==> src/verilog/switch_pkg.sv <==
package switch_pkg;

    localparam int WORD_W        = 16;
    localparam int NUM_PORTS     = 4;
    localparam int PAGE_WORDS    = 8;
    localparam int NUM_PAGES     = 64;
    localparam int MAX_PKT_WORDS = 64;
    localparam int MAX_PKT_PAGES = MAX_PKT_WORDS / PAGE_WORDS;

    typedef logic [WORD_W-1:0]                       word_t;
    typedef logic [$clog2(NUM_PORTS)-1:0]            port_t;
    typedef logic [$clog2(NUM_PAGES)-1:0]            page_t;
    typedef logic [$clog2(PAGE_WORDS)-1:0]           offset_t;
    typedef logic [$clog2(NUM_PAGES*PAGE_WORDS)-1:0] sram_addr_t;
    typedef logic [$clog2(MAX_PKT_WORDS+1)-1:0]      len_t;

    // first word of a packet, dest in the low bits
    typedef union packed {
        word_t raw;
        struct packed {
            logic [WORD_W-$bits(len_t)-$bits(port_t)-1:0] spare;
            len_t  length;
            port_t dest;
        } hdr;
    } pkt_word_u;

endpackage

==> src/verilog/page_pool.sv <==
`timescale 1ns/1ps

module page_pool (
    input  logic              clk,
    input  logic              reset,
    input  logic              alloc,
    output switch_pkg::page_t free_page,
    input  logic              free_en,
    input  switch_pkg::page_t free_page_in,
    output logic [6:0]        free_count,
    output logic              full
);

    import switch_pkg::*;

    page_t list [NUM_PAGES];
    page_t rd_ptr;
    page_t wr_ptr;

    // list depth equals page count, so pointers just wrap
    always_ff @(posedge clk) begin
        if (reset) begin
            rd_ptr <= '0;
            wr_ptr <= '0;
        end else begin
            if (alloc) begin
                rd_ptr <= rd_ptr + 1'b1;
            end
            if (free_en) begin
                wr_ptr <= wr_ptr + 1'b1;
            end
        end
    end

    // every page starts out free
    always_ff @(posedge clk) begin
        if (reset) begin
            for (int i = 0; i < NUM_PAGES; i++) begin
                list[i] <= page_t'(i);
            end
        end else if (free_en) begin
            list[wr_ptr] <= free_page_in;
        end
    end

    // full keeps one maximum packet in reserve
    always_ff @(posedge clk) begin
        if (reset) begin
            free_count <= 7'(NUM_PAGES);
            full       <= 1'b0;
        end else begin
            free_count <= free_count - 7'(alloc) + 7'(free_en);
            full       <= free_count < 7'(MAX_PKT_PAGES);
        end
    end

    assign free_page = list[rd_ptr];

endmodule

==> config.mk <==
export PLATFORM = sky130hd
export DESIGN_NAME = page_pool
export DESIGN_NICKNAME = d
export VERILOG_FILES = /design/src/verilog/switch_pkg.sv /design/src/verilog/page_pool.sv
export SDC_FILE = /design/constraint.sdc
export NUM_CORES = 1
export LEC_CHECK = 0
export BUFFER_PORTS_ARGS = -buffer_cell sky130_fd_sc_hd__buf_2
export CORE_MARGIN = 10
export CORE_UTILIZATION = 30
export CTS_CLUSTER_DIAMETER = 200
export DETAILED_ROUTE_END_ITERATION = 10
export GPL_ROUTABILITY_DRIVEN = 0
export PLACE_DENSITY = 0.42
export SYNTH_ARGS = -nofsm -noshare
export SYNTH_HDL_FRONTEND = slang
export SYNTH_SLANG_ARGS = --single-unit
==> constraint.sdc <==
create_clock -name clk -period 2.6 [get_ports clk]
set_clock_uncertainty 0.2 [all_clocks]
set_input_delay 0.52 -clock clk [delete_from_list [all_inputs] [get_ports clk]]
set_output_delay 0.52 -clock clk [all_outputs]
set_load 0.005 [all_outputs]
Word-level counts from Yosys, hierarchy flattened
Memories as Yosys holds them, arrays and structs flattened. A register that Yosys moved wholly into a read port is not among the register bits.
Cells that the tools add are included.
- register bits after elaboration: 20
- bits in latches: 0
- memory bits (writable): 384
- ROM bits: 0
- bits of input ports: 10
- memories: 1
- memories (name ; depth ; bits a word ; read ports ; clocked after Yosys merged registers in ; wr ports ; RTL line ; text):
    list ; 64 ; 6 ; 1 ; 1 ; 64 ; page_pool.sv:16 ; page_t list [NUM_PAGES];
- add/subtract/negate cells: 4
- $mul: 0
- divide/modulo/power cells: 0
- order comparisons: 1
- equal/unequal tests: 0
- shift-type cells: 0
- muxes and demuxes: 10
- bitwise operators: 0
- reduce and logical (&&, ||, !) cells: 1
- operator list (operator ; number):
    $mux W6 ; 4
    $add A6 B1 Y6 const B ; 2
    $add A7 B1 Y7 ; 1
    $lt A7 B4 Y1 const B ; 1
    $sub A7 B1 Y7 ; 1
    $mux W1 ; 6
    $reduce_or A6 Y1 ; 1

Longest topological paths before layout
- depth after elaboration: 5
- mapped depth: 12
- gate-level depth less buffers: 12

Least setup slack after synthesis
Ideal clock, no wire load.
- path kind: input-to-reg
- start: in free_en
- end: mem list[21][0] (netlist bit) (enable)
- setup time: 360 ps
- data arrival time: 1962 ps
- path slack: 78 ps
- stages: 8
- cell sequence: buf_2 > nor2b_1 > clkbuf_1 > nand3_1 > buf_2 > buf_2 > buf_2 > o21bai_1
- RTL lines (element ; RTL line ; text):
    from (decl) ; page_pool.sv:8 ; input logic free_en,
    to (decl) ; page_pool.sv:16 ;

==> run summary <==
Syn Area/Cell: 13.8 um^2
Hold Path Depth: 2
Pwr dens: 711 mW/mm^2
Gr busiest metal: met2
CP Class: reg -> out
Core Util, Final: 0.367
Post-synth ARST share: 0
Setup crit end: free_page[4]
Nets: 1474
GRT Resource Usage Total: 0.150
H-tree Lvls: 2
Placed Area: 0.0209 mm^2
Area growth, synth to finish: 21.7%
Worst reg2reg setup slack: 0.23 ns
Sink Count: 410
Grt total ovfl: 0
Sequential power share: 0.463
Crit share post-route: 1.33
Vias per cell: 4.91
Share of cells above drive strength 1: 0.298
Worst-path fanout max: 8
Least-Margin Pin Slew: 0.933 ns
Synth Cell Area: 0.0189 mm^2
Sequential area share after synthesis: 0.637
Top-area cell type share of the netlist area: 0.609
DRC: 0
Pre-CTS setup slack: -0.490 ns
Initial Util: 0.302
Worst path arrival time: 2.75 ns
Status: finished, violations left
Synth cell types: 47
Final WL: 55100 um
Number of synthesized register bits: 410
NetSw: 3.88 mW
Int Power: 12.5 mW
Sw Share: 0.237
Cell taking the most area after synthesis: edfxtp_1
Leak Pwr: 7.32 nW
DRT iter0 DRCs: 769
DRT Pass-1 Iters: 5
Core Area: 0.0627 mm^2
Clock tree root buffer cell: clkbuf_16
Clock share of power: 0.428
Syn_nets: 1397
Vias in the first global route: 12100
Final worst setup slack: -0.869 ns
Drt wl/cell: 23.6 um
Worst r2r dst: list[30][1]$_SDFFCE_PN1P_
Fin. max-slew vios: 0
Register area: 0.0121 mm^2
# rows: 92
Clk_lat worst skew: 0.59 ns
Most frequent cells after synthesis: edfxtp_1, nand2_1, or3_1, nor2_1
EDFF count, synth: 384
Peak VDD IR: 0.000479 V
Reg clk slew, reported paths: 0.06 ns
Fmax achieved: 288 MHz
Unrepaired setup endpoints after global routing: true
Reg2Reg Depth: 4
Startpoint types: flop
Area of the multi-input gates: 0.00650 mm^2
Relative slew slack: 0.377
Most used DFF post-synth: edfxtp_1
Synth warn: 0
GR Util met1: 0.204
CP Capture Type: primary output
CTS Buffer Depth: 3
Maximum Capacitance Violations: 0
PortBufs: 23
Fin crit period: 3.47 ns
Full die area: 0.0735 mm^2
Largest net degree at the start of global routing: 65
Comb power frac: 0.110
Top cells by area, synth: edfxtp_1, mux4_2, or3_1
Antenna violations before repair: 1
Die H: 271 um
Violated checks: setup timing
First-pass GRT wire length: 83000 um
DR vias: 11500
Setup TNS Final: -5.00 ns
RR Startpoint: wr_ptr[3]$_SDFFE_PP0P_
TritonCTS clock tree: done
# IOs: 24
Final Hold Viols: 0
Antenna Nets Post-Route: 0
TritonCTS Buffers: 47
Met2 usage: 0.245
Top-count cell post-synth: edfxtp_1
Min-delay worst type: in -> reg
Setup violators final: 6
Die Wd: 271 um
Post-DP HPWL: 34800 um
Fin area: 0.0230 mm^2
Pwr Total: 16.4 mW
Worst EP required: 1.88 ns
Syn Inst Count: 1375
GR Util met3: 0.0235
Filler cells: 5935
metal layers:
metal | share of wire | wire length, um
met2 | 0.48 | 26400
met4 | 0.021 | 1160
met3 | 0.045 | 2490
met5 | 0 | 0
met1 | 0.46 | 25100
sequential cells by signal (all words and copies together) (netlist names), named ones only:
signal / cells
full: 1
rd_ptr: 6
free_count: 7
list: 384
wr_ptr: 6
how the worst min path moves through the flow:
stage	start	end
after floorplan	rd_ptr[5]$_SDFFE_PP0P_	flop
after global placement	rd_ptr[1]$_SDFFE_PP0P_	flop
after detailed placement	rd_ptr[4]$_SDFFE_PP0P_	rd_ptr[4]$_SDFFE_PP0P_
after CTS	free_page_in[3]	list[61][3]$_SDFFCE_PN1P_
after global routing	free_page_in[3]	list[61][3]$_SDFFCE_PN1P_
final	free_page_in[5]	list[53][5]$_SDFFCE_PN1P_
layout make-up:
| class | instances | share of cell area |
|---|---|---|
| clock inverter | 35 | 0.0173 |
| tap | 846 | 0.0460 |
| multi-input combinational | 814 | 0.282 |
| sequential | 410 | 0.524 |
| timing repair buffer | 163 | 0.0750 |
| inverter | 16 | 0.00261 |
| clock buffer | 52 | 0.0528 |
| antenna | 1 | 0.000109 |
critical path, cell delays in order, from the launching register on:
cell	delay [ns]
dfxtp_4	0.40
buf_12	0.14
buf_12	0.13
mux4_2	0.51
a22oi_1	0.29
nand3_1	0.28
a22o_1	0.29
buf_2	0.13
kinds of logic after synthesis:
family,after synthesis,share of synthesized area
buffers and inverters,151,0.0357
XOR/XNOR,12,0.00555
multiplexers,109,0.121
AO/OA/AOI/OAI,71,0.0256
flip-flops,410,0.637
AND/OR/NAND/NOR,610,0.167
adder cells (fa/ha/maj),12,0.00833
power groups by stage:
stage	clock, mW	sequential (mW)	combinational [mW]
finish	6.99	7.57	1.80
global route	7.39	7.59	1.96
CTS	7.15	7.57	1.81
detailed placement	0	7.71	1.67
global placement	0	7.71	1.65
floorplan	0	7.65	1.10
cell usage in the layout, fill, tap and decap left out, types with 5 or more instances in the layout:
master / Yosys / routed
or3_1: 103 / 103
o22ai_2: 0 / 6
a21oi_2: 0 / 5
nor2b_1: 7 / 7
bufinv_16: 0 / 8
buf_4: 4 / 95
buf_2: 20 / 20
o221ai_1: 10 / 6
clkbuf_16: 0 / 48
nor3_1: 93 / 91
nand3_2: 0 / 5
buf_12: 1 / 35
dfxtp_1: 26 / 24
nand4_1: 5 / 5
nor2_1: 100 / 99
nand3_1: 16 / 10
inv_1: 13 / 13
o21bai_1: 5 / 5
nand2_1: 111 / 111
buf_6: 4 / 5
clkinv_1: 0 / 8
clkinv_2: 0 / 14
mux4_2: 96 / 96
ha_1: 11 / 11
edfxtp_1: 384 / 384
a21oi_1: 12 / 7
nand2b_1: 9 / 8
mux2i_1: 13 / 8
xor2_1: 7 / 7
or2_2: 63 / 62
and2_1: 96 / 96
xnor2_1: 5 / 5
per-stage QoR:
stage | hold slack [ns] | cells
CTS | 0.0494 | 2335
detailed placement | 0.349 | 2240
floorplan | 0.259 | 1375
finish | 0.0862 | 2337
global placement | 0.337 | 2240
global route | 0.0676 | 2336
repair_timing:
action	CTS	global route
pin swaps	16	5
cloned	3	0
buffers inserted	9	1
resized for setup	61	14
setup endpoints to repair	6	16
hold buffers	1	0
endpoints found under the hold margin	3	0
No activity file was read; power rests on OpenSTA's default activity.
