File: src/verilog/switch_pkg.sv
package switch_pkg;

    localparam int WORD_W        = 16;
    localparam int NUM_PORTS     = 4;
    localparam int PAGE_WORDS    = 8;
    localparam int NUM_PAGES     = 64;
    localparam int MAX_PKT_WORDS = 64;
    localparam int MAX_PKT_PAGES = MAX_PKT_WORDS / PAGE_WORDS;

    typedef logic [WORD_W-1:0]                       word_t;
    typedef logic [$clog2(NUM_PORTS)-1:0]            port_t;
    typedef logic [$clog2(NUM_PAGES)-1:0]            page_t;
    typedef logic [$clog2(PAGE_WORDS)-1:0]           offset_t;
    typedef logic [$clog2(NUM_PAGES*PAGE_WORDS)-1:0] sram_addr_t;
    typedef logic [$clog2(MAX_PKT_WORDS+1)-1:0]      len_t;

    // first word of a packet, dest in the low bits
    typedef union packed {
        word_t raw;
        struct packed {
            logic [WORD_W-$bits(len_t)-$bits(port_t)-1:0] spare;
            len_t  length;
            port_t dest;
        } hdr;
    } pkt_word_u;

endpackage

File: src/verilog/write_ctrl.sv
`timescale 1ns/1ps

module write_ctrl (
    input  logic                   clk,
    input  logic                   reset,
    input  logic                   wr_sop,
    input  logic                   wr_eop,
    input  logic                   wr_vld,
    input  switch_pkg::word_t      wr_data,
    output logic                   alloc,
    input  switch_pkg::page_t      free_page,
    output logic                   wr_en,
    output switch_pkg::sram_addr_t wr_addr,
    output switch_pkg::word_t      wr_data_out,
    output logic                   link_en,
    output switch_pkg::page_t      link_from,
    output switch_pkg::page_t      link_to,
    output logic                   enq_en,
    output switch_pkg::port_t      enq_dest,
    output switch_pkg::page_t      enq_head,
    output switch_pkg::page_t      enq_tail
);

    import switch_pkg::*;

    pkt_word_u in_word;
    port_t     cur_dest;
    page_t     first_page;
    page_t     cur_page;
    offset_t   next_offset;
    offset_t   word_offset;
    page_t     word_page;
    port_t     word_dest;
    page_t     word_first;

    assign in_word = wr_data;

    // header always opens a fresh page
    assign word_offset = wr_sop ? '0 : next_offset;
    assign alloc       = wr_vld && (word_offset == '0);
    assign word_page   = alloc ? free_page : cur_page;
    assign word_dest   = wr_sop ? in_word.hdr.dest : cur_dest;
    assign word_first  = wr_sop ? free_page : first_page;

    always_ff @(posedge clk) begin
        if (reset) begin
            next_offset <= '0;
            wr_en       <= 1'b0;
            link_en     <= 1'b0;
            enq_en      <= 1'b0;
        end else begin
            wr_en   <= wr_vld;
            link_en <= alloc && !wr_sop;
            enq_en  <= wr_vld && wr_eop;
            if (wr_vld) begin
                next_offset <= word_offset + 1'b1;
            end
        end
    end

    // enq fields hold the eop word's values for one cycle
    always_ff @(posedge clk) begin
        if (wr_vld) begin
            cur_page    <= word_page;
            cur_dest    <= word_dest;
            first_page  <= word_first;
            wr_addr     <= {word_page, word_offset};
            wr_data_out <= wr_data;
            link_from   <= cur_page;
            link_to     <= free_page;
            enq_dest    <= word_dest;
            enq_head    <= word_first;
            enq_tail    <= word_page;
        end
    end

endmodule

File: config.mk
export PLATFORM = sky130hd
export DESIGN_NAME = write_ctrl
export DESIGN_NICKNAME = d
export VERILOG_FILES = /design/src/verilog/switch_pkg.sv /design/src/verilog/write_ctrl.sv
export SDC_FILE = /design/constraint.sdc
export NUM_CORES = 1
export LEC_CHECK = 0
export BUFFER_PORTS_ARGS = -buffer_cell sky130_fd_sc_hd__clkbuf_2
export CORE_MARGIN = 5
export CORE_UTILIZATION = 45
export CTS_CLUSTER_SIZE = 12
export DETAILED_ROUTE_END_ITERATION = 16
export PLACE_DENSITY = 0.78
export SLEW_MARGIN = 20
export SYNTH_ARGS = -nofsm -noshare
export SYNTH_HDL_FRONTEND = slang
export SYNTH_SLANG_ARGS = --single-unit
File: constraint.sdc
create_clock -name clk -period 3.65 [get_ports clk]
set_input_delay 0.9125 -clock clk [delete_from_list [all_inputs] [get_ports clk]]
set_output_delay 0.9125 -clock clk [all_outputs]
set_load 0.005 [all_outputs]
== Word level (Yosys, flattened, before mapping) ==
Cells that the tools add are included.

* Register bits after elaboration: 57

* Add/subtract/negate cells: 1
* Muxes and demuxes: 2
* Reduce and logical (&&, ||, !) cells: 6

{| class="wikitable"
|+ Operators by type and width
! operator !! number
|-
| $mux 6 || 1
|-
| $add 3x1->3 const B || 1
|-
| $logic_and 1x1->1 || 3
|-
| $logic_not 3->1 || 1
|-
| $mux 3 || 1
|-
| $reduce_and 2->1 || 1
|-
| $logic_not 1->1 || 1
|}

== Longest topological paths before layout ==
* Word-level depth: 4
* Gate-level depth with buffers: 5
* Gate-level depth less buffers: 5

== Worst setup path after synthesis ==
Ideal clock, no wire load.

* Path type: input-to-output
* From: in wr_sop
* To: out alloc
* Arrival: 1.663 ns
* Data required time: 2.738 ns
* Setup slack: 1.074 ns
* Stages on the path: 5
* Path buffers: 0
* Cell sequence: nor2b_1 -> inv_1 -> ha_1 -> nand2_1 -> nor2_1

* Word-level cells in the longest chain between the ends: 3

{| class="wikitable"
|+ Ends and longest elaborated chain
! element !! RTL line !! RTL
|-
| start: declaration || write_ctrl.sv:6 || <nowiki>input logic wr_sop,</nowiki>
|-
| $mux 3 || write_ctrl.sv:39 || <nowiki>assign word_offset = wr_sop ? '0 : next_offset;</nowiki>
|-
| $logic_not 3->1 || write_ctrl.sv:40 || <nowiki>assign alloc = wr_vld && (word_offset == '0);</nowiki>
|-
| $logic_and 1x1->1 || write_ctrl.sv:40 ||
|-
| end: declaration || write_ctrl.sv:10 || <nowiki>output logic alloc,</nowiki>
|}

No other way between the ends.

== Worst setup path in the final report ==
* From: in wr_sop
* To: out alloc

* Word-level cells in the longest chain between the ends: 3

{| class="wikitable"
|+ Ends and longest elaborated chain
! element !! RTL line !! RTL
|-
| $mux 3 || write_ctrl.sv:39 ||
|-
| net word_offset[0] || write_ctrl.sv:31 || <nowiki>offset_t word_offset;</nowiki>
|-
| $logic_not 3->1 || write_ctrl.sv:40 ||
|-
| $logic_and 1x1->1 || write_ctrl.sv:40 ||
|}

The timed path passes the listed nets, and every way through them passes these cells.

==> run metrics <==
wire per inst=approximately 16 µm; Initial Utilization=46.7%; Routed Antenna Nets=0; Fin. Hold Viols=0; Reg2Reg Setup Slack=between 1.5 and 2 ns; H-tree depth=2; initial antenna violation count=0; I/O Pins=roughly 80; Worst-path clk slew=0.09 ns; Post-Route WL=~3400 µm; Gate Count Post-Synth=87; DRC=0; Worst EP required=between 2 and 3 ns; post-synth cell types=19; top-area cell type share of the netlist area=about four fifths; TritonCTS clock tree=done; Port Buffers=slightly above 80; Antenna diodes=0; Power Density=488 mW/mm²; Critical R2R Launch=next_offset[0]; most frequent cell after synthesis=edfxtp_1; dominant cells by area after synthesis=edfxtp_1, dfxtp_1, buf_4; top sig layer=met3; crit start category=input pin; worst slew margin relative to its limit=between 60 and 70%; largest area contributor in the netlist=edfxtp_1; worst r2r path cells=5; postcts setup bufs=0; met3 routed WL=around 360 µm; EDFF count, synth=45; ys flop type=edfxtp_1; Commonest cells post-synth=edfxtp_1, buf_4, dfxtp_1, nor3b_1, nor2b_1; Final Critical Period=~3.1 ns; layout cell share with drive strength beyond 1=52.7%; GP Congestion=a little under 0.8; CP max FO=8; Netlist Area Pre-Place=around 0.0017 mm²; WS Path Type=input pin to output port; max cap viols=0; Fin Hold WS=roughly 0.49 ns; TritonCTS Buffers=5; ys async rst share=0%; Fmax achieved=around 0.32 GHz; Total GRT Usage=between 10% and 20%; final std cells w/o fill=217; min-delay worst type=register to register; Arrival @ worst endpoint=2.19 ns; Root Buffer=clkbuf_8; DR vias=just over 1k; met2 WL=between 1500 and 2000 µm; grt ovf=0; post-CTS resize count=0; CP endpoint kind=output port; finished layout cell area=0.00222 mm²; area delta synth->final=28.8%; post-detail-place hpwl=about 2600 µm; Worst Hold Path Cells=0; final setup vio count=0; period utilisation layout=a little under nine tenths; clk_skew=roughly 0.0083 ns; M1 WL=around 1400 µm; actual slew at the worst max-slew pin=about 0.5 ns; drt first pass iters=4; Syn Nets=116; hold endpoint=link_from[5]; nets=slightly below 200; largest net degree at the start of global routing=39; DR vias/cell=approximately 4.7; worst skew pair latency=0.29 ns; status=finished, final reports clean; Max Slew Vio Count=0; Die X=between 70 and 80 µm; FF+latch count, synth=51; Ys Warns=0; Lkg Pwr=between 0.9 and 1 nW; peak supply drop=0.000238 V; core area=0.00369 mm²; CTS Hold Bufs=0; Seq/Total Area, Yosys=85.4%; Area after DPL=~0.0021 mm²; unrepaired setup endpoints after global routing=no; Die Footprint=~0.0052 mm²; Syn Area/Cell=19.8 µm²; vias in the first global route=approximately 1.0k; setup TNS=0 ns; worst hold start=wr_addr[8]; die height=just over 70 µm; RR Endpoint=wr_addr[6]; clock sink count=just over 50; Initial DRC Count=62; clk buf depth=2; placed cells=approximately 210; global-route wire length before repair=about 5300 µm; Row Count=22
## power breakdown
part           total (W)  internal [W]  leakage, nW  switching [W]
Clock           0.000301      0.000130       0.0392       0.000171
Combinational  0.0000901     0.0000430        0.427      0.0000470
Sequential      0.000691      0.000679        0.490      0.0000125
Total            0.00108      0.000852        0.957       0.000230
## routing by layer
layer / up-vias / track usage (%)
li1: 480 / -
met1: 476 / 15.9
met2: 54 / 22.6
met3: 0 / 6.87
met4: 0 / 2.92
met5: - / 0
## through the flow
step,utilization (%),total power (W),setup WS (ns)
2_1_floorplan,-,0.000732,1.07
3_3_place_gp,57.9,0.000794,0.659
3_5_place_dp,57.9,0.000799,0.514
6_report,60.1,0.00108,0.544
4_1_cts,60.1,0.00109,0.513
5_1_grt,60.1,0.00114,0.405
## layout by cell type, fill, tap and decap left out, types with 2 or more instances in the layout
cell type | Yosys | final
and2_1 | 2 | 2
dfxtp_1 | 6 | 6
clkinv_1 | 0 | 2
clkbuf_8 | 0 | 5
clkbuf_2 | 0 | 81
ha_1 | 2 | 2
nor2b_1 | 4 | 4
edfxtp_1 | 45 | 45
inv_1 | 3 | 3
nor2_1 | 3 | 3
nor3b_1 | 6 | 6
## layout make-up
| cell class | instances | area [µm²] |
|---|---|---|
| fill | 298 | 1470 |
| tap | 48 | 60.1 |
| inverter | 3 | 11.3 |
| multi-input combinational | 25 | 179 |
| sequential | 51 | 1470 |
| clock inverter | 3 | 15.0 |
| timing repair buffer | 82 | 413 |
| clock buffer | 5 | 68.8 |
## cells by family (layout without fill, tap and decap cells)
group | after synthesis | after routing | synth area share [%]
buf+inv | 11 | 93 | 4.21
simple gates | 18 | 18 | 6.39
flops | 51 | 51 | 85.4
mux | 2 | 2 | 1.23
compound gates | 3 | 3 | 1.31
fa+ha+maj | 2 | 2 | 1.45
## critical path, stage by stage
cell and delay (ns):
clkbuf_2 0.14, nor2b_1 0.11, inv_1 0.07, ha_1 0.13, nand2_1 0.16, nor2_1 0.45
clkbuf_2 0.21
## registers in the layout (all words and copies together), names as in the netlist
name / cells
link_from: 6
next_offset: 3
cur_dest: 2
enq_en: 1
link_en: 1
wr_addr: 9
wr_en: 1
link_to: 6
first_page: 6
wr_data_out: 16
## worst max-delay path by stage
stage | start | end | depth (start not counted)
2_1_floorplan | wr_sop | alloc | 5
3_3_place_gp | wr_sop | alloc | 7
3_5_place_dp | wr_sop | alloc | 7
4_1_cts | wr_sop | alloc | 7
5_1_grt | wr_sop | alloc | 7
6_report | wr_sop | alloc | 7
Power figures use the tool's default switching activity.
