===== src/verilog/switch_pkg.sv =====
package switch_pkg;

    localparam int WORD_W        = 16;
    localparam int NUM_PORTS     = 4;
    localparam int PAGE_WORDS    = 8;
    localparam int NUM_PAGES     = 64;
    localparam int MAX_PKT_WORDS = 64;
    localparam int MAX_PKT_PAGES = MAX_PKT_WORDS / PAGE_WORDS;

    typedef logic [WORD_W-1:0]                       word_t;
    typedef logic [$clog2(NUM_PORTS)-1:0]            port_t;
    typedef logic [$clog2(NUM_PAGES)-1:0]            page_t;
    typedef logic [$clog2(PAGE_WORDS)-1:0]           offset_t;
    typedef logic [$clog2(NUM_PAGES*PAGE_WORDS)-1:0] sram_addr_t;
    typedef logic [$clog2(MAX_PKT_WORDS+1)-1:0]      len_t;

    // first word of a packet, dest in the low bits
    typedef union packed {
        word_t raw;
        struct packed {
            logic [WORD_W-$bits(len_t)-$bits(port_t)-1:0] spare;
            len_t  length;
            port_t dest;
        } hdr;
    } pkt_word_u;

endpackage


===== src/verilog/read_ctrl.sv =====
`timescale 1ns/1ps

module read_ctrl (
    input  logic                                         clk,
    input  logic                                         reset,
    input  logic [switch_pkg::NUM_PORTS-1:0]             ready,
    input  switch_pkg::page_t [switch_pkg::NUM_PORTS-1:0] queue_head,
    input  logic [switch_pkg::NUM_PORTS-1:0][6:0]        queue_count,
    output switch_pkg::page_t                            jump_addr,
    input  switch_pkg::page_t                            jump_next,
    output switch_pkg::sram_addr_t                       rd_addr,
    input  switch_pkg::word_t                            rd_data,
    output logic                                         deq_en,
    output switch_pkg::port_t                            deq_dest,
    output switch_pkg::page_t                            deq_next_head,
    output logic                                         free_en,
    output switch_pkg::page_t                            free_page_in,
    output logic [switch_pkg::NUM_PORTS-1:0]             rd_sop,
    output logic [switch_pkg::NUM_PORTS-1:0]             rd_eop,
    output logic [switch_pkg::NUM_PORTS-1:0]             rd_vld,
    output switch_pkg::word_t [switch_pkg::NUM_PORTS-1:0] rd_data_out
);

    import switch_pkg::*;

    pkt_word_u out_word;
    logic      busy;
    logic      first;
    port_t     cur_port;
    port_t     rr_last;
    page_t     cur_page;
    offset_t   cur_offset;
    len_t      pkt_len;
    len_t      word_cnt;
    len_t      len_now;
    logic      emit;
    logic      last;
    logic      pick_vld;
    port_t     pick_port;

    assign out_word  = rd_data;
    assign rd_addr   = {cur_page, cur_offset};
    assign jump_addr = cur_page;

    // header carries the length of its own packet
    assign len_now = first ? out_word.hdr.length : pkt_len;
    assign emit    = busy && ready[cur_port];
    assign last    = (word_cnt == len_now - 1'b1);

    assign deq_en        = emit && last;
    assign deq_dest      = cur_port;
    assign deq_next_head = jump_next;
    // page done after its eighth word or at packet end
    assign free_en       = emit && (last || cur_offset == offset_t'(PAGE_WORDS - 1));
    assign free_page_in  = cur_page;

    // search starts just after the last served port
    always_comb begin
        port_t cand;
        pick_vld  = 1'b0;
        pick_port = rr_last;
        for (int i = NUM_PORTS; i >= 1; i--) begin
            cand = rr_last + port_t'(i);
            if (queue_count[cand] != '0 && ready[cand]) begin
                pick_vld  = 1'b1;
                pick_port = cand;
            end
        end
    end

    always_ff @(posedge clk) begin
        if (reset) begin
            busy        <= 1'b0;
            rr_last     <= '0;
            rd_sop      <= '0;
            rd_eop      <= '0;
            rd_vld      <= '0;
            rd_data_out <= '0;
        end else begin
            rd_sop <= '0;
            rd_eop <= '0;
            rd_vld <= '0;
            if (emit) begin
                rd_vld[cur_port]      <= 1'b1;
                rd_sop[cur_port]      <= first;
                rd_eop[cur_port]      <= last;
                rd_data_out[cur_port] <= out_word.raw;
                if (last) begin
                    busy <= 1'b0;
                end
            end else if (!busy && pick_vld) begin
                busy    <= 1'b1;
                rr_last <= pick_port;
            end
        end
    end

    // position in the packet, held while ready is low
    always_ff @(posedge clk) begin
        if (!busy && pick_vld) begin
            cur_port   <= pick_port;
            cur_page   <= queue_head[pick_port];
            cur_offset <= '0;
            word_cnt   <= '0;
            first      <= 1'b1;
        end else if (emit) begin
            first      <= 1'b0;
            word_cnt   <= word_cnt + 1'b1;
            cur_offset <= cur_offset + 1'b1;
            if (first) begin
                pkt_len <= out_word.hdr.length;
            end
            if (cur_offset == offset_t'(PAGE_WORDS - 1)) begin
                cur_page <= jump_next;
            end
        end
    end

endmodule


===== config.mk =====
export PLATFORM = sky130hd
export DESIGN_NAME = read_ctrl
export DESIGN_NICKNAME = d
export VERILOG_FILES = /design/src/verilog/switch_pkg.sv /design/src/verilog/read_ctrl.sv
export SDC_FILE = /design/constraint.sdc
export NUM_CORES = 1
export LEC_CHECK = 0
export ABC_CLOCK_PERIOD_IN_PS = 6900
export BUFFER_PORTS_ARGS = -buffer_cell sky130_fd_sc_hd__buf_4
export CAP_MARGIN = 20
export CORE_AREA = 2 2 109 111
export DETAILED_ROUTE_END_ITERATION = 8
export DIE_AREA = 0 0 111 113
export MAX_ROUTING_LAYER = met4
export PLACE_DENSITY = 0.68
export SLEW_MARGIN = 20
export SYNTH_ARGS = -nofsm -noshare
export SYNTH_HDL_FRONTEND = slang
export SYNTH_SLANG_ARGS = --single-unit

===== constraint.sdc =====
create_clock -name clk -period 6.9 [get_ports clk]
set_input_delay 1.035 -clock clk [delete_from_list [all_inputs] [get_ports clk]]
set_output_delay 1.035 -clock clk [all_outputs]
set_load 0.02 [all_outputs]

# After elaboration in Yosys (flattened, before gate mapping)
# Cells that the tools add are included.
[word_totals]
reg_bits = 105
out_inout_bits = 107
[classes]
n_bitwise = 4
n_reduce_logical = 22
magnitude_cmp = 7
n_addsub = 6
n_mux = 39
n_eq_ne = 3
[op_table]
columns = ["op", "count"]
rows = [
  ["bitwise mux 64 bit", 1],
  ["binary-select mux 7 bit (select 2 bit)", 4],
  ["2-to-1 mux 7 bit", 5],
  ["demux 16 bit (select 2 bit)", 1],
  ["nonzero test 7 bit", 4],
  ["2-to-1 mux 6 bit", 4],
  ["< comparator 2 x 3 -> 1 bit (second input constant)", 6],
  ["2-to-1 mux 16 bit", 1],
  ["2-to-1 mux 1 bit", 13],
  ["binary-select mux 6 bit (select 2 bit)", 1],
  ["binary-select mux 1 bit (select 2 bit)", 5],
  ["logical AND 1 bit", 9],
  ["AND 4 bit", 2],
  ["AND reduction 2 bit", 4],
  ["adder 7 x 1 -> 7 bit (second input constant)", 1],
  ["== test 7 bit", 1],
  ["subtractor 7 x 1 -> 7 bit (second input constant)", 1],
  ["2-to-1 mux 2 bit", 3],
  ["adder 2 bit (second input constant)", 2],
  ["nonzero test 2 bit", 2],
  ["adder 3 x 1 -> 3 bit (second input constant)", 1],
  ["== test 3 bit (second input constant)", 1],
  ["adder 2 x 1 -> 2 bit (second input constant)", 1],
  ["demux 1 bit (select 2 bit)", 1],
  ["6 further kinds", 7],
]

# Longest topological paths before layout
[logic_depth]
word_depth = 11
depth_mapped = 10

# Least setup slack after synthesis
# OpenSTA, ideal clock, no wires.
[synth_timing]
path_kind = "input -> output"
start = "in rd_data[2]"
end = "out free_en"
arrival_ns = 2.718
required_ns = 5.865
path_stages = 7
path_slack_ns = 3.147
cell_sequence = "mux2i_1 -> ha_1 -> nand3_1 -> xor2_1 -> nor3b_1 -> o2111ai_1 -> a21oi_1"
[synth_via]
elab_chain_cells = 5
[synth_rtl]
columns = ["element", "line", "source"]
rows = [
  ["start: declaration", "read_ctrl.sv:12", "input switch_pkg::word_t rd_data,"],
  ["2-to-1 mux 7 bit", "-", ""],
  ["subtractor 7 x 1 -> 7 bit", "read_ctrl.sv:48", "assign last = (word_cnt == len_now - 1'b1);"],
  ["== test 7 bit", "read_ctrl.sv:48", ""],
  ["logical OR 1 bit", "read_ctrl.sv:54", "assign free_en = emit && (last || cur_offset == offset_t'(PAGE_WORDS - 1));"],
  ["logical AND 1 bit", "read_ctrl.sv:54", ""],
  ["end: declaration", "read_ctrl.sv:16", "output logic free_en,"],
]
# No other way between the ends.

# Final worst setup path
# Ends and elaborated chain as after synthesis.

==> out/qor.yml <==
fin_crit_ns: 4.267
fillers: 995
worstSetupEndpoint: "free_en"
crit_top_cell: "buf_4"
path_buf_inv: 2
synth_seq_area_share: 0.5013
design.die.area_sq_mm: 0.01254
cp-startpoint: "rd_data[2]"
synth.area.top_cells: "dfxtp_1, nand2_1, edfxtp_1, a21oi_1, buf_4"
relSlewSlack: 0.4700
clock-root-buffer: "clkbuf_16"
netlist_instances: 503
globalplace.congestion: 0.8916
cp-end-kind: "output pin"
multiInputGateArea_sq_mm: 0.001976
critPathLaunchType: "primary input"
pwr_density_cell_mw_per_mm2: 241.0
rr_startpoint: "first"
drt_iter0_drc: 321
first_pass_iters: 5
synth_top_cell_area_share: 0.4010
core_area_sq_mm: 0.01127
cts_tree: "yes"
syn2layout_area_growth_pct: 37.01
worst_pin_slew_ns: 0.7928
netlist_area_sq_mm: 0.004493
drt-total-wl_mm: 12.65
fin_tns_setup_ns: 0
die_w_um: 111
reg2reg_depth: 7
synth_edf_count: 15
cp.arrival_ns: 3.23
status: "finished clean"
cp_num_cells: 9
cp_top_family: "compound AO/OA/AOI/OAI gates"
nets: 740
layout-drive-gt1-share: 0.3419
grt_pass1_vias: 3885
dp_hpwl_mm: 9.433
antenna_found_initial: 0
fmax_mhz: 234.4
fin_worst_skew_ns: 0.009651
vias_per_cell: 5.051
clkTransAtPathRegs_ns: 0.07
rsz0062_at_grt: "no"
p_leak_nw: 2.558
diodes: 0
cts_resized: 0
hp-class: "reg -> reg"
cts_buffer_depth: 2
yosys_warnings: 0
dp_slack_ns: 2.625
syn_area_per_cell_sq_um: 8.933
drv_slew: 0
wire_per_inst_um: 15.73
max_cap_violations: 0
synth.distinct_cells: 52
portBuffers: 186
seq_area_sq_mm: 0.002252
setup_viol: 0
timing.critical_path.slowest_stage_cell: "o2111ai_1"
peakVddDrop_mv: 0.2085
synth_top_area_cell: "dfxtp_1"
clk_latency_ns: 0.35
ys_async_sr_fraction: 0
cts_max_level: 3
grt_first_pass_wirelength_mm: 19.76
critPathMaxStageDelay_ns: 0.57
worst-path-max-fanout: 7
r2r_end: "rd_eop[0]"
num_vias: 4061
yosys_most_used_dff: "dfxtp_1"
io_pins: 187
cts_sinks: 105
worstPathRequired_ns: 5.86
syn-num-nets: 587
drc: 0
overflow: 0
finalHoldViolations: 0
ant_nets: 0
cts_setup_buffers: 0
numCtsBuffers: 9
die_height_um: 113
initial_utilization: 0.3986
grt.total_usage: 0.2037
period_share: 0.6184
rrSetupSlack_ns: 4.10
path_class: "in -> out"
worstPathCellList: "buf_4, mux2i_1, ha_1, nand3_1, xor2_1, nor3b_1, o2111ai_1, a21oi_1, buf_4"
grt_max_degree: 76
rows: 39
setup_ws_ns: 2.633
ys_ff_latch: 105
cts_hold_buf: 0
worst register-to-register path, cell delays in order, from the launching register on:
cell and delay, ns:
dfxtp_1 0.66, mux2i_1 0.53, ha_1 0.27, nand3_1 0.11, xor2_1 0.24, nor3b_1 0.20
o2111ai_1 0.36, nor3_1 0.33
state kept, by name, indices dropped and copies added (netlist names):
signal        flops
rd_vld            4
cur_offset        3
rd_sop            4
free_page_in      6
rd_eop            4
rr_last           2
word_cnt          7
busy              1
first             1
deq_dest          2
pkt_len           7
rd_data_out      64
worst min path at each step:
stage	start	to	slack, ns	cells past startpoint
after floorplan	word_cnt[1]	word_cnt[1]	0.48	2
after global routing	rd_data_out[28]	rd_data_out[28]	0.47	2
after CTS	rd_data_out[21]	rd_data_out[21]	0.46	2
after detailed placement	rd_data_out[21]	rd_data_out[21]	0.45	2
after global placement	rd_data_out[19]	rd_data_out[19]	0.44	2
final	rd_data_out[21]	rd_data_out[21]	0.46	2
area by class of cell:
| class | count | share of cell area |
|---|---|---|
| multi-input cells | 344 | 0.3209 |
| well taps | 143 | 0.02907 |
| flip-flops and latches | 105 | 0.3659 |
| inverters | 9 | 0.005488 |
| clock buffers | 10 | 0.03882 |
| repair buffers | 187 | 0.2280 |
| clock inverters | 6 | 0.01179 |
metrics by stage:
step	instances	hold slack, ns	utilization	power (mW)	instance area [sq um]
5_1_grt	804	0.4720	0.5461	1.545	6156
6_report	804	0.4558	0.5461	1.483	6156
2_1_floorplan	503	0.4779	-	0.8627	4493
3_5_place_dp	788	0.4471	0.5177	0.9698	5836
3_3_place_gp	788	0.4434	0.5177	0.9613	5836
4_1_cts	804	0.4572	0.5453	1.498	6147
synth_stat cells, types with 5 or more instances:
master / instances
and2_1: 5
xnor2_1: 8
a21oi_1: 70
nand2_1: 140
mux2i_1: 11
edfxtp_1: 15
clkbuf_1: 19
nor3_1: 7
a211oi_1: 9
buf_4: 18
buf_2: 7
xor2_1: 9
nor2_1: 23
dfxtp_1: 90
inv_1: 8
placed cells by master, fill, tap and decap left out, types with 8 or more instances in the layout:
| cell type | synthesis | layout |
|---|---|---|
| mux2i_1 | 11 | 11 |
| buf_4 | 18 | 187 |
| edfxtp_1 | 15 | 15 |
| clkbuf_16 | 0 | 9 |
| nor2_1 | 23 | 22 |
| a21oi_1 | 70 | 70 |
| nand2_1 | 140 | 140 |
| xnor2_1 | 8 | 8 |
| dfxtp_1 | 90 | 90 |
| xor2_1 | 9 | 9 |
| a211oi_1 | 9 | 9 |
| inv_1 | 8 | 8 |
power by group:
part	leakage (nW)	total [mW]	internal [mW]	switching, mW
Sequential	0.872	0.680	0.654	0.0264
Clock	0.155	0.527	0.296	0.232
Combinational	1.53	0.275	0.121	0.155
layer usage:
layer  vias up  track usage  wire (um)
li1       2007            -          -
met4         0      0.07333        250
met2       141       0.3374       6329
met5         -            -          0
met1      1889       0.2435       5301
met3        24      0.04928        767
kinds of logic after synthesis:
| logic type | share of synthesized area |
|---|---|
| AO/OA/AOI/OAI | 0.1521 |
| XOR/XNOR | 0.03314 |
| adder cells (fa/ha/maj) | 0.01114 |
| buffers and inverters | 0.06377 |
| flip-flops | 0.5013 |
| multiplexers | 0.03704 |
| AND/OR/NAND/NOR | 0.2016 |
Power figures use the tool's default switching activity.
