**src/verilog/switch_pkg.sv**
```systemverilog
package switch_pkg;

    localparam int WORD_W        = 16;
    localparam int NUM_PORTS     = 4;
    localparam int PAGE_WORDS    = 8;
    localparam int NUM_PAGES     = 64;
    localparam int MAX_PKT_WORDS = 64;
    localparam int MAX_PKT_PAGES = MAX_PKT_WORDS / PAGE_WORDS;

    typedef logic [WORD_W-1:0]                       word_t;
    typedef logic [$clog2(NUM_PORTS)-1:0]            port_t;
    typedef logic [$clog2(NUM_PAGES)-1:0]            page_t;
    typedef logic [$clog2(PAGE_WORDS)-1:0]           offset_t;
    typedef logic [$clog2(NUM_PAGES*PAGE_WORDS)-1:0] sram_addr_t;
    typedef logic [$clog2(MAX_PKT_WORDS+1)-1:0]      len_t;

    // first word of a packet, dest in the low bits
    typedef union packed {
        word_t raw;
        struct packed {
            logic [WORD_W-$bits(len_t)-$bits(port_t)-1:0] spare;
            len_t  length;
            port_t dest;
        } hdr;
    } pkt_word_u;

endpackage

```
**src/verilog/packet_queues.sv**
```systemverilog
`timescale 1ns/1ps

module packet_queues (
    input  logic                                         clk,
    input  logic                                         reset,
    input  logic                                         link_en,
    input  switch_pkg::page_t                            link_from,
    input  switch_pkg::page_t                            link_to,
    input  logic                                         enq_en,
    input  switch_pkg::port_t                            enq_dest,
    input  switch_pkg::page_t                            enq_head,
    input  switch_pkg::page_t                            enq_tail,
    input  logic                                         deq_en,
    input  switch_pkg::port_t                            deq_dest,
    input  switch_pkg::page_t                            deq_next_head,
    input  switch_pkg::page_t                            jump_addr,
    output switch_pkg::page_t                            jump_next,
    output switch_pkg::page_t [switch_pkg::NUM_PORTS-1:0] queue_head,
    output logic [switch_pkg::NUM_PORTS-1:0][6:0]        queue_count
);

    import switch_pkg::*;

    page_t                jump [NUM_PAGES];
    page_t                queue_tail [NUM_PORTS];
    logic [NUM_PORTS-1:0] enq_hit;
    logic [NUM_PORTS-1:0] deq_hit;

    always_comb begin
        for (int q = 0; q < NUM_PORTS; q++) begin
            enq_hit[q] = enq_en && (enq_dest == port_t'(q));
            deq_hit[q] = deq_en && (deq_dest == port_t'(q));
        end
    end

    // page links inside a packet, and old tail to new head between packets
    always_ff @(posedge clk) begin
        if (link_en) begin
            jump[link_from] <= link_to;
        end
        if (enq_en && queue_count[enq_dest] != '0) begin
            jump[queue_tail[enq_dest]] <= enq_head;
        end
    end

    assign jump_next = jump[jump_addr];

    always_ff @(posedge clk) begin
        if (reset) begin
            queue_head  <= '0;
            queue_count <= '0;
        end else begin
            for (int q = 0; q < NUM_PORTS; q++) begin
                // queue empty, or its only packet leaves this cycle
                if (enq_hit[q] && (queue_count[q] == '0 ||
                                   (deq_hit[q] && queue_count[q] == 7'd1))) begin
                    queue_head[q] <= enq_head;
                end else if (deq_hit[q]) begin
                    queue_head[q] <= deq_next_head;
                end
                queue_count[q] <= queue_count[q] + 7'(enq_hit[q]) - 7'(deq_hit[q]);
            end
        end
    end

    always_ff @(posedge clk) begin
        for (int q = 0; q < NUM_PORTS; q++) begin
            if (enq_hit[q]) begin
                queue_tail[q] <= enq_tail;
            end
        end
    end

endmodule

```
**config.mk**
```make
export PLATFORM = sky130hd
export DESIGN_NAME = packet_queues
export DESIGN_NICKNAME = d
export VERILOG_FILES = /design/src/verilog/switch_pkg.sv /design/src/verilog/packet_queues.sv
export SDC_FILE = /design/constraint.sdc
export NUM_CORES = 1
export LEC_CHECK = 0
export BUFFER_PORTS_ARGS = -buffer_cell sky130_fd_sc_hd__buf_2
export CELL_PAD_IN_SITES_DETAIL_PLACEMENT = 0
export CELL_PAD_IN_SITES_GLOBAL_PLACEMENT = 1
export CORE_UTILIZATION = 33
export CTS_CLUSTER_DIAMETER = 150
export DETAILED_ROUTE_END_ITERATION = 10
export PLACE_DENSITY = 0.52
export REMOVE_ABC_BUFFERS = 1
export SLEW_MARGIN = 10
export SYNTH_ARGS = -nofsm -noshare
export SYNTH_HDL_FRONTEND = slang
export SYNTH_SLANG_ARGS = --single-unit
```
**constraint.sdc**
```tcl
create_clock -name clk -period 3.75 [get_ports clk]
set_clock_uncertainty 0.1 [all_clocks]
set_input_delay 0 -clock clk [delete_from_list [all_inputs] [get_ports clk]]
set_output_delay 0 -clock clk [all_outputs]
set_load 0.01 [all_outputs]
```
# Word-level counts from Yosys, hierarchy flattened
# Memories as Yosys holds them, arrays and structs flattened.
# Index checks and enable logic that the tools add are counted.
op_classes:
  mux: 31
  order_cmp: 1
  eq_ne: 10
  add_sub_neg: 8
  n_reduce_logical: 35
ops:
  columns: ["operator", "count"]
  rows:
  - ["$mux 6", 11]
  - ["$add 7x1->7", 4]
  - ["$eq 7x1->1 const B", 4]
  - ["$logic_not 7->1", 4]
  - ["$sub 7x1->7", 4]
  - ["$reduce_or 6->1", 3]
  - ["$logic_and 1x1->1", 17]
  - ["$mux 1", 15]
  - ["$bmux 7 s2", 1]
  - ["$eq 2x2->1 const B", 4]
  - ["$reduce_bool 2->1", 4]
  - ["$mux 7", 1]
  - ["$reduce_bool 7->1", 1]
  - ["$mux 2", 3]
  - ["$eq 2x1->1 const B", 2]
  - ["$logic_not 2->1", 2]
  - ["$logic_or 1x1->1", 4]
  - ["$lt 2x3->1 const B", 1]
totals:
  ramBits: 408
  n_memories: 2
  input_bits: 45
  reg_bits: 52
  out_inout_bits: 58
mem_list:
  columns: ["memory", "depth", "word_bits", "read_ports", "rd_ports_with_merged_regs", "write_ports", "line_no", "rtl"]
  rows:
  - ["jump", 64, 6, 1, 0, 2, "packet_queues.sv:24", "page_t jump [NUM_PAGES];"]
  - ["queue_tail", 4, 6, 1, 0, 1, "packet_queues.sv:25", "page_t queue_tail [NUM_PORTS];"]

# Longest topological paths before layout
# Gate-level depths: netlist of the first run.
depth:
  word_depth: 8
  depth_mapped: 15
  ltp_nobuf: 14

# Worst setup path before layout of the first run
# OpenSTA, ideal clock, no wires.
synth_path:
  path_kind: "input to register"
  startpoint: "input port enq_dest[1]"
  endpoint: "register queue_count[6] (netlist name)"
  required_time_ns: 3.579
  path_slack_ns: 0.844
  setup_time_ns: 0.071
  path_stages: 13
  t_arrival_ns: 2.735
  path_cell_list: "buf_2 > nor3b_1 > inv_1 > ha_1 > inv_1 > ha_1 > fa_1 > a21oi_1 > o21bai_1 > a21oi_1 > nor2_1 > or3_1 > a21oi_1"
synth_via:
  elab_chain_len: 4
synth_rtl:
  columns: ["element", "line_no", "rtl"]
  rows:
  - ["start, declared", "packet_queues.sv:10", "input switch_pkg::port_t enq_dest,"]
  - ["$logic_not 2->1", "packet_queues.sv:31", "enq_hit[q] = enq_en && (enq_dest == port_t'(q));"]
  - ["$logic_and 1x1->1", "packet_queues.sv:31", null]
  - ["named net enq_hit[0]", "packet_queues.sv:26", "logic [NUM_PORTS-1:0] enq_hit;"]
  - ["$add 7x1->7", "packet_queues.sv:61", "queue_count[q] <= queue_count[q] + 7'(enq_hit[q]) - 7'(deq_hit[q]);"]
  - ["$sub 7x1->7", "packet_queues.sv:61", null]
  - ["end signal, assigned by index", "packet_queues.sv:61", null]
  - ["end, declared", "packet_queues.sv:19", "output logic [switch_pkg::NUM_PORTS-1:0][6:0] queue_count"]
# The timed path passes the listed nets, and every way through them passes these cells.
# A chain may end at the register's enable or synchronous reset.

==> results.py, run 1 <==
metrics = {
    "clock_network": {
        "cts_buffer_depth": 3,
        "cts_hold_buf": 25,
        "cts_tree": "yes",
        "clkSlewWorstSetupHoldPaths_ps": 60,
        "post_cts_buffers": 0,
        "numCtsBuffers": 54,
        "root_buffer": "clkbuf_16",
        "cts-htree-levels": 2,
        "clk_latency_ps": 610,
        "cts_sinks": 460,
        "ctsResizeCount": 0,
    },
    "detailed_routing": {
        "drtIter0Drc": 1248,
        "drc": 0,
        "via_per_inst": 5.46,
        "first_pass_iters": 5,
        "wl_per_cell_um": 27.6,
        "totalWireLength_um": 78200,
        "ant_nets": 0,
        "vias": 15500,
    },
    "power_and_ir_drop": {
        "vdd_ir_drop_max_uv": 352,
        "power_density_nw_per_um2": 474,
        "total_power_mw": 13.3,
        "p_leak_nw": 9.28,
    },
    "setup_path": {
        "path_depth": 6,
        "cp_num_buf_inv": 0,
        "rr_worst_depth": 6,
        "crit_path_start_kind": "register",
        "required_ps": 3860,
        "crit_path_end_kind": "register",
        "cp_max_fo": 8,
        "cpMaxStageDelayCell": "o21ai_1",
        "crit_chain": "nor4_1, nand4_1, and3_1, o21ai_1, or2_1, o21ai_0",
        "path_class": "register to register",
        "critPathTopFamily": "simple AND/OR/NAND/NOR gates",
        "cp.arrival_ps": 3290,
        "max_stage_delay_ps": 650,
    },
    "floorplanning": {
        "dieArea_um2": 74900,
        "pin_count": 103,
        "die_w_um": 274,
        "rows": 99,
        "die_height_um": 274,
        "initial_core_util": 0.334,
        "design.core.area_um2": 73000,
    },
    "global_route": {
        "first_global_vias": 15800,
        "grt_usage": 0.210,
        "antenna_found_initial": 2,
        "grt_pass1_wl_um": 114000,
        "overflow": 0,
        "grt_max_degree": 61,
    },
    "hold_path": {
        "hold_path_class": "primary input to register",
        "min_path_cells": 4,
    },
    "yosys": {
        "synth_seq_cells": 460,
        "syn_avg_cell_area_um2": 14.0,
        "yosys_most_used_dff": "edfxtp_1",
        "async_reset_ff_frac": 0,
        "synthTopCellsByArea": "edfxtp_1 (50%), mux2_2 (17%), mux4_2 (9.1%)",
        "yosysUniqueCellTypes": 56,
        "seq_area_frac_synth": 0.546,
        "yosys_warnings": 0,
        "netlist_instances": 1736,
        "synth_edf_count": 408,
        "synth_top_area_cell": "edfxtp_1",
        "yosysTopAreaCellShare": 0.503,
        "synth_area_um2": 24400,
    },
    "place": {
        "port_buffers": 102,
        "gp_congestion": 0.794,
        "detailed_place.area_um2": 26100,
        "place_hpwl_um": 51800,
    },
    "finish": {
        "final_cell_area_um2": 28000,
        "final_nets": 1920,
        "final_common_cell": "edfxtp_1",
        "drive_above_1_share": 0.406,
        "area_growth_pct": 15.0,
        "mostFrequentLayoutCells": "edfxtp_1 (408), mux2_2 (372), buf_2 (100), mux4_2 (98), nor2_1 (92)",
        "num-fill-cells": 6925,
    },
    "sta": {
        "final-hold-violation-count": 0,
        "slew_headroom": 0.197,
        "worst_slew_pin_slew_ps": 1190,
        "period_needed_ps": 3180,
        "slew_viol_final": 0,
        "setup_viol": 0,
        "rsz0062_at_grt": "no",
        "period_share": 0.847,
        "tns_ps": 0,
        "timing.fmax_mhz": 315,
    },
    "run_status": {
        "status": "finished, final reports clean",
    },
    "run": {
        "maxCapViolations": 0,
    },
}
-- Yosys cell counts (4+ instances only) --
cell,count
fa_1,4
nor2_1,92
mux2_2,372
buf_2,31
o32ai_1,5
xor2_1,6
a21oi_1,45
or3b_2,4
nand2b_1,11
nor4_1,5
inv_1,43
nand3b_1,8
nor2_2,28
a2111oi_0,4
nand4_1,6
nand3_1,29
o21bai_1,10
ha_1,36
nand2_1,64
edfxtp_1,408
a22oi_1,5
dfxtp_1,52
o22ai_1,60
a21o_1,7
nor3_1,9
or3_1,4
mux2i_1,21
clkbuf_1,116
o21ai_0,18
mux2_1,14
xnor2_1,12
mux4_2,98
and2_1,5
nor2b_1,27
a31oi_1,14
a211oi_1,6
nor3b_1,4
buf_1,17
-- logic make-up (layout without fill, tap and decap cells) --
group / after synthesis / count (layout) / share of synthesized area
muxes: 505 / 505 / 0.278
AOI/OAI and AO/OA: 200 / 200 / 0.0530
adders and majority gates: 40 / 40 / 0.0218
and+or+nand+nor: 306 / 306 / 0.0620
buffers and inverters: 207 / 346 / 0.0335
xor gates and xnor gates: 18 / 18 / 0.00647
DFF: 460 / 460 / 0.546
other: 0 / 1 / 0
-- report_power, final --
part / leakage, nW / switching [mW] / internal [mW] / total (mW)
clock: 0.830 / 2.18 / 3.00 / 5.18
combinational: 4.34 / 1.29 / 0.943 / 2.23
sequential: 4.11 / 0.125 / 5.76 / 5.88
total: 9.28 / 3.59 / 9.69 / 13.3
-- flip-flops by register name (all words and copies together), names as in the netlist --
signal and flops:
jump 384, queue_count 28, queue_head 24, queue_tail 24
-- final timing paths --
check	start	end	slack [ps]
max reg2reg	queue_count[12]$_SDFF_PP0_	jump[16][3]$_DFFE_PP_	570
max	queue_count[12]$_SDFF_PP0_	jump[16][3]$_DFFE_PP_	570
min	enq_dest[1]	queue_tail[2][1]$_DFFE_PN_	30
min reg2reg	queue_head[22]$_SDFFE_PP0P_	queue_head[22]$_SDFFE_PP0P_	400
-- routing by layer --
layer  part of all wire  wire, µm  track usage  up-vias
met1               0.46     35700        0.290     8107
li1                   -         -            -     6879
met2               0.47     36900        0.340      388
met5            0.00032        25            0        -
met4              0.024      1900       0.0572        4
met3              0.047      3670       0.0318      109
-- worst reg2reg max path: stages, from the launching register on --
cell and delay (ps):
dfxtp_1 330, nor4_1 280, nand4_1 240, and3_1 350, o21ai_1 650, or2_1 390, o21ai_0 440
-- metrics by stage --
stage          cells   util  hold slack [ps]  setup WS (ps)
4_1_cts         2834  0.384                0            533
3_5_place_dp    2713  0.358              130            487
2_1_floorplan   1572      -            -33.3            887
6_report        2835  0.384             31.6            573
5_1_grt         2834  0.384             50.5            342
3_3_place_gp    2713  0.358              118            522
-- area by class of cell --
cell class                      instances  area, µm²  share of cell area
Multi-Input combinational cell       1069      10300               0.366
Inverter                               43        161             0.00576
Clock buffer                           64       1410              0.0503
Sequential cell                       460      13300               0.474
Antenna cell                            1       2.50           0.0000893
Timing Repair Buffer                  207       1430              0.0511
Tap cell                              959       1200              0.0428
Clock inverter                         32        270             0.00964
Power figures use the tool's default switching activity.
==> inputs of run 2 (changes only) <==
--- a/config.mk
+++ b/config.mk
@@ -11,7 +11,7 @@
 export CORE_UTILIZATION = 33
 export CTS_CLUSTER_DIAMETER = 150
 export DETAILED_ROUTE_END_ITERATION = 10
-export PLACE_DENSITY = 0.52
+export PLACE_DENSITY = 0.54
 export REMOVE_ABC_BUFFERS = 1
 export SLEW_MARGIN = 10
 export SYNTH_ARGS = -nofsm -noshare
==> constraint.sdc (replaced) <==
create_clock -name clk -period 2.7 [get_ports clk]
set_clock_uncertainty 0.1 [all_clocks]
set_input_delay 0 -clock clk [delete_from_list [all_inputs] [get_ports clk]]
set_output_delay 0 -clock clk [all_outputs]
set_load 0.01 [all_outputs]
==> run 2 against run 1 <==
Compared with the run above:
- the flow now finishes with violations (hold timing)
- sequential power is 38% higher
- largest cell class unchanged
- wire length down 0.87%
- critical endpoint is now jump[33][2]$_DFFE_PP_
- maximum frequency up 20%
- cell count grew 3.9%
==> results.py, run 2 (synthesis results as in run 1) <==
metrics = {
    "sta": {
        "fin_hold_ws_ps": -57.9,
        "setup_viol": 0,
        "final-hold-violation-count": 3,
        "timing.fmax_mhz": 378,
        "slew_headroom": 0.202,
        "period_share": 0.979,
        "rsz0062_at_grt": "yes",
        "period_needed_ps": 2640,
        "worst_slew_pin_slew_ps": 1200,
        "slew_viol_final": 0,
    },
    "setup_path": {
        "cpMaxStageDelayCell": "mux4_2",
        "cp.arrival_ps": 2890,
        "crit_path_start_kind": "register",
        "crit_chain": "mux4_2, buf_4, nand2b_1, nor2_1, o21ai_1, buf_12, nor2_2, mux2_2",
        "rr_worst_depth": 8,
        "cp_max_fo": 15,
        "max_stage_delay_ps": 500,
        "r2r_start": "queue_tail[3][4]$_DFFE_PP_",
        "crit_path_end_kind": "register",
        "required_ps": 2940,
        "rrSetupSlack_ps": 60,
        "endpoint": "jump[33][2]$_DFFE_PP_",
        "r2r-end": "jump[33][2]$_DFFE_PP_",
        "startpoint": "queue_tail[3][4]$_DFFE_PP_",
        "path_class": "register to register",
    },
    "finish": {
        "mostFrequentLayoutCells": "edfxtp_1 (408), mux2_2 (372), buf_4 (142), buf_2 (100), mux4_2 (98)",
        "largest_register_ffs": 384,
        "final_common_cell": "edfxtp_1",
        "largestRegisters": "jump: 384 flops, queue_count: 28 flops",
        "final_cell_area_um2": 29700,
        "drive_above_1_share": 0.469,
        "num-fill-cells": 6755,
        "top_register": "jump",
        "final_nets": 2026,
        "area_growth_pct": 22.1,
    },
    "detailed_routing": {
        "wl_met3_um": 3940,
        "vias": 16000,
        "ant_nets": 0,
        "wl_per_cell_um": 26.3,
        "route.top_layer_used": "met5",
        "first_pass_iters": 5,
        "drc": 0,
        "drtIter0Drc": 1333,
        "met1_length_um": 34800,
        "totalWireLength_um": 77500,
        "via_per_inst": 5.43,
        "dr_wl_met2_um": 36900,
    },
    "power_and_ir_drop": {
        "power_density_nw_per_um2": 649,
        "vdd_ir_drop_max_uv": 434,
        "p_leak_nw": 9.99,
        "total_power_mw": 19.3,
    },
    "global_route": {
        "overflow": 0,
        "grt_usage": 0.208,
        "antenna_found_initial": 3,
        "grt_max_degree": 69,
        "first_global_vias": 16200,
        "grt_pass1_wl_um": 114000,
    },
    "place": {
        "detailed_place.area_um2": 27000,
        "gp_congestion": 0.841,
        "port_buffers": 102,
        "place_hpwl_um": 52400,
    },
    "clock_network": {
        "root_buffer": "clkbuf_16",
        "cts_tree": "yes",
        "cts_buffer_depth": 3,
        "cts_sinks": 460,
        "cts-htree-levels": 2,
        "clkSlewWorstSetupHoldPaths_ps": 60,
        "clk_latency_ps": 620,
        "numCtsBuffers": 54,
    },
    "floorplanning": {
        "rows": 99,
        "design.core.area_um2": 73000,
        "pin_count": 103,
        "dieArea_um2": 74900,
        "die_w_um": 274,
        "initial_core_util": 0.334,
        "die_height_um": 274,
    },
    "hold_path": {
        "hold_path_class": "primary input to register",
        "hp-start": "deq_dest[0]",
    },
    "run_status": {
        "status": "finished with violations",
        "violations": "hold timing",
    },
    "run": {
        "maxCapViolations": 0,
    },
}
-- run 2: cell count changes in the layout (fill, tap and decap cells not counted), moves of 4 or more --
cell / before / now
o22ai_1: 60 / 33
dlygate4sd3_1: 25 / 40
nor2_1: 92 / 67
clkbuf_1: 9 / 13
clkinv_1: 15 / 7
o22ai_2: 0 / 27
buf_12: 5 / 28
nor2_4: 0 / 23
nor2b_2: 0 / 4
nor2b_1: 27 / 23
buf_4: 76 / 142
-- run 2: metal layers --
layer  vias up  global-route usage
met5         -                   0
met4         2              0.0512
met3        94              0.0308
met2       483               0.340
met1      8295               0.289
li1       7132                   -
-- run 2: worst min path at each step --
stage                                        endpoint  slack, ps  cells past startpoint
after detailed placement   queue_tail[3][5]$_DFFE_PP_        120                      1
after CTS                       jump[15][1]$_DFFE_PP_          8                      3
final                     queue_head[13]$_SDFFE_PP0P_        -60                      6
after floorplan            queue_count[15]$_SDFF_PP0_        -30                      1
after global routing      queue_head[13]$_SDFFE_PP0P_          1                      6
after global placement     queue_tail[2][2]$_DFFE_PN_        120                      1
-- run 2: power breakdown --
group / total (mW) / internal (mW) / switching (mW)
Clock: 7.61 / 4.58 / 3.03
Combinational: 3.58 / 1.62 / 1.96
Sequential: 8.11 / 7.99 / 0.115
-- run 2: cell type report --
| type | instances | area [µm²] | share of cell area |
|---|---|---|---|
| inverters | 43 | 161 | 0.00543 |
| flip-flops and latches | 460 | 13300 | 0.447 |
| clock buffers | 73 | 1520 | 0.0510 |
| clock inverters | 26 | 308 | 0.0104 |
| diodes | 2 | 5.00 | 0.000168 |
| repair buffers | 313 | 2560 | 0.0861 |
| multi-input cells | 1069 | 10700 | 0.360 |
| well taps | 959 | 1200 | 0.0403 |
-- run 2: worst max-delay path: cells and delay by family (launching register included) --
| kind | cells | cell delay (ps) |
|---|---|---|
| AO/OA/AOI/OAI | 1 | 100 |
| buffers and inverters | 2 | 340 |
| flip-flops | 1 | 360 |
| multiplexers | 2 | 890 |
| AND/OR/NAND/NOR | 3 | 570 |
-- run 2: stage by stage --
| step | utilization | hold slack (ps) | std cells | TNS [ps] | setup slack (ps) |
|---|---|---|---|---|---|
| floorplan | - | -33.3 | 1572 | -5180 | -163 |
| global placement | 0.370 | 116 | 2799 | -18820 | -200 |
| detailed placement | 0.370 | 121 | 2799 | -18300 | -211 |
| CTS | 0.403 | 8.07 | 2938 | -4070 | -144 |
| global route | 0.408 | 1.12 | 2943 | -497 | -34.5 |
| finish | 0.408 | -57.9 | 2945 | 0 | 55.9 |
-- run 2: timing repair --
item                                   in CTS  in global routing
pin swaps                                   0                  3
setup endpoints to repair                 236                363
endpoints found under the hold margin      74                  3
buffers inserted                            0                  5
hold buffers                               40                  1
gates resized for setup                    37                 65
gates cloned                                0                  0
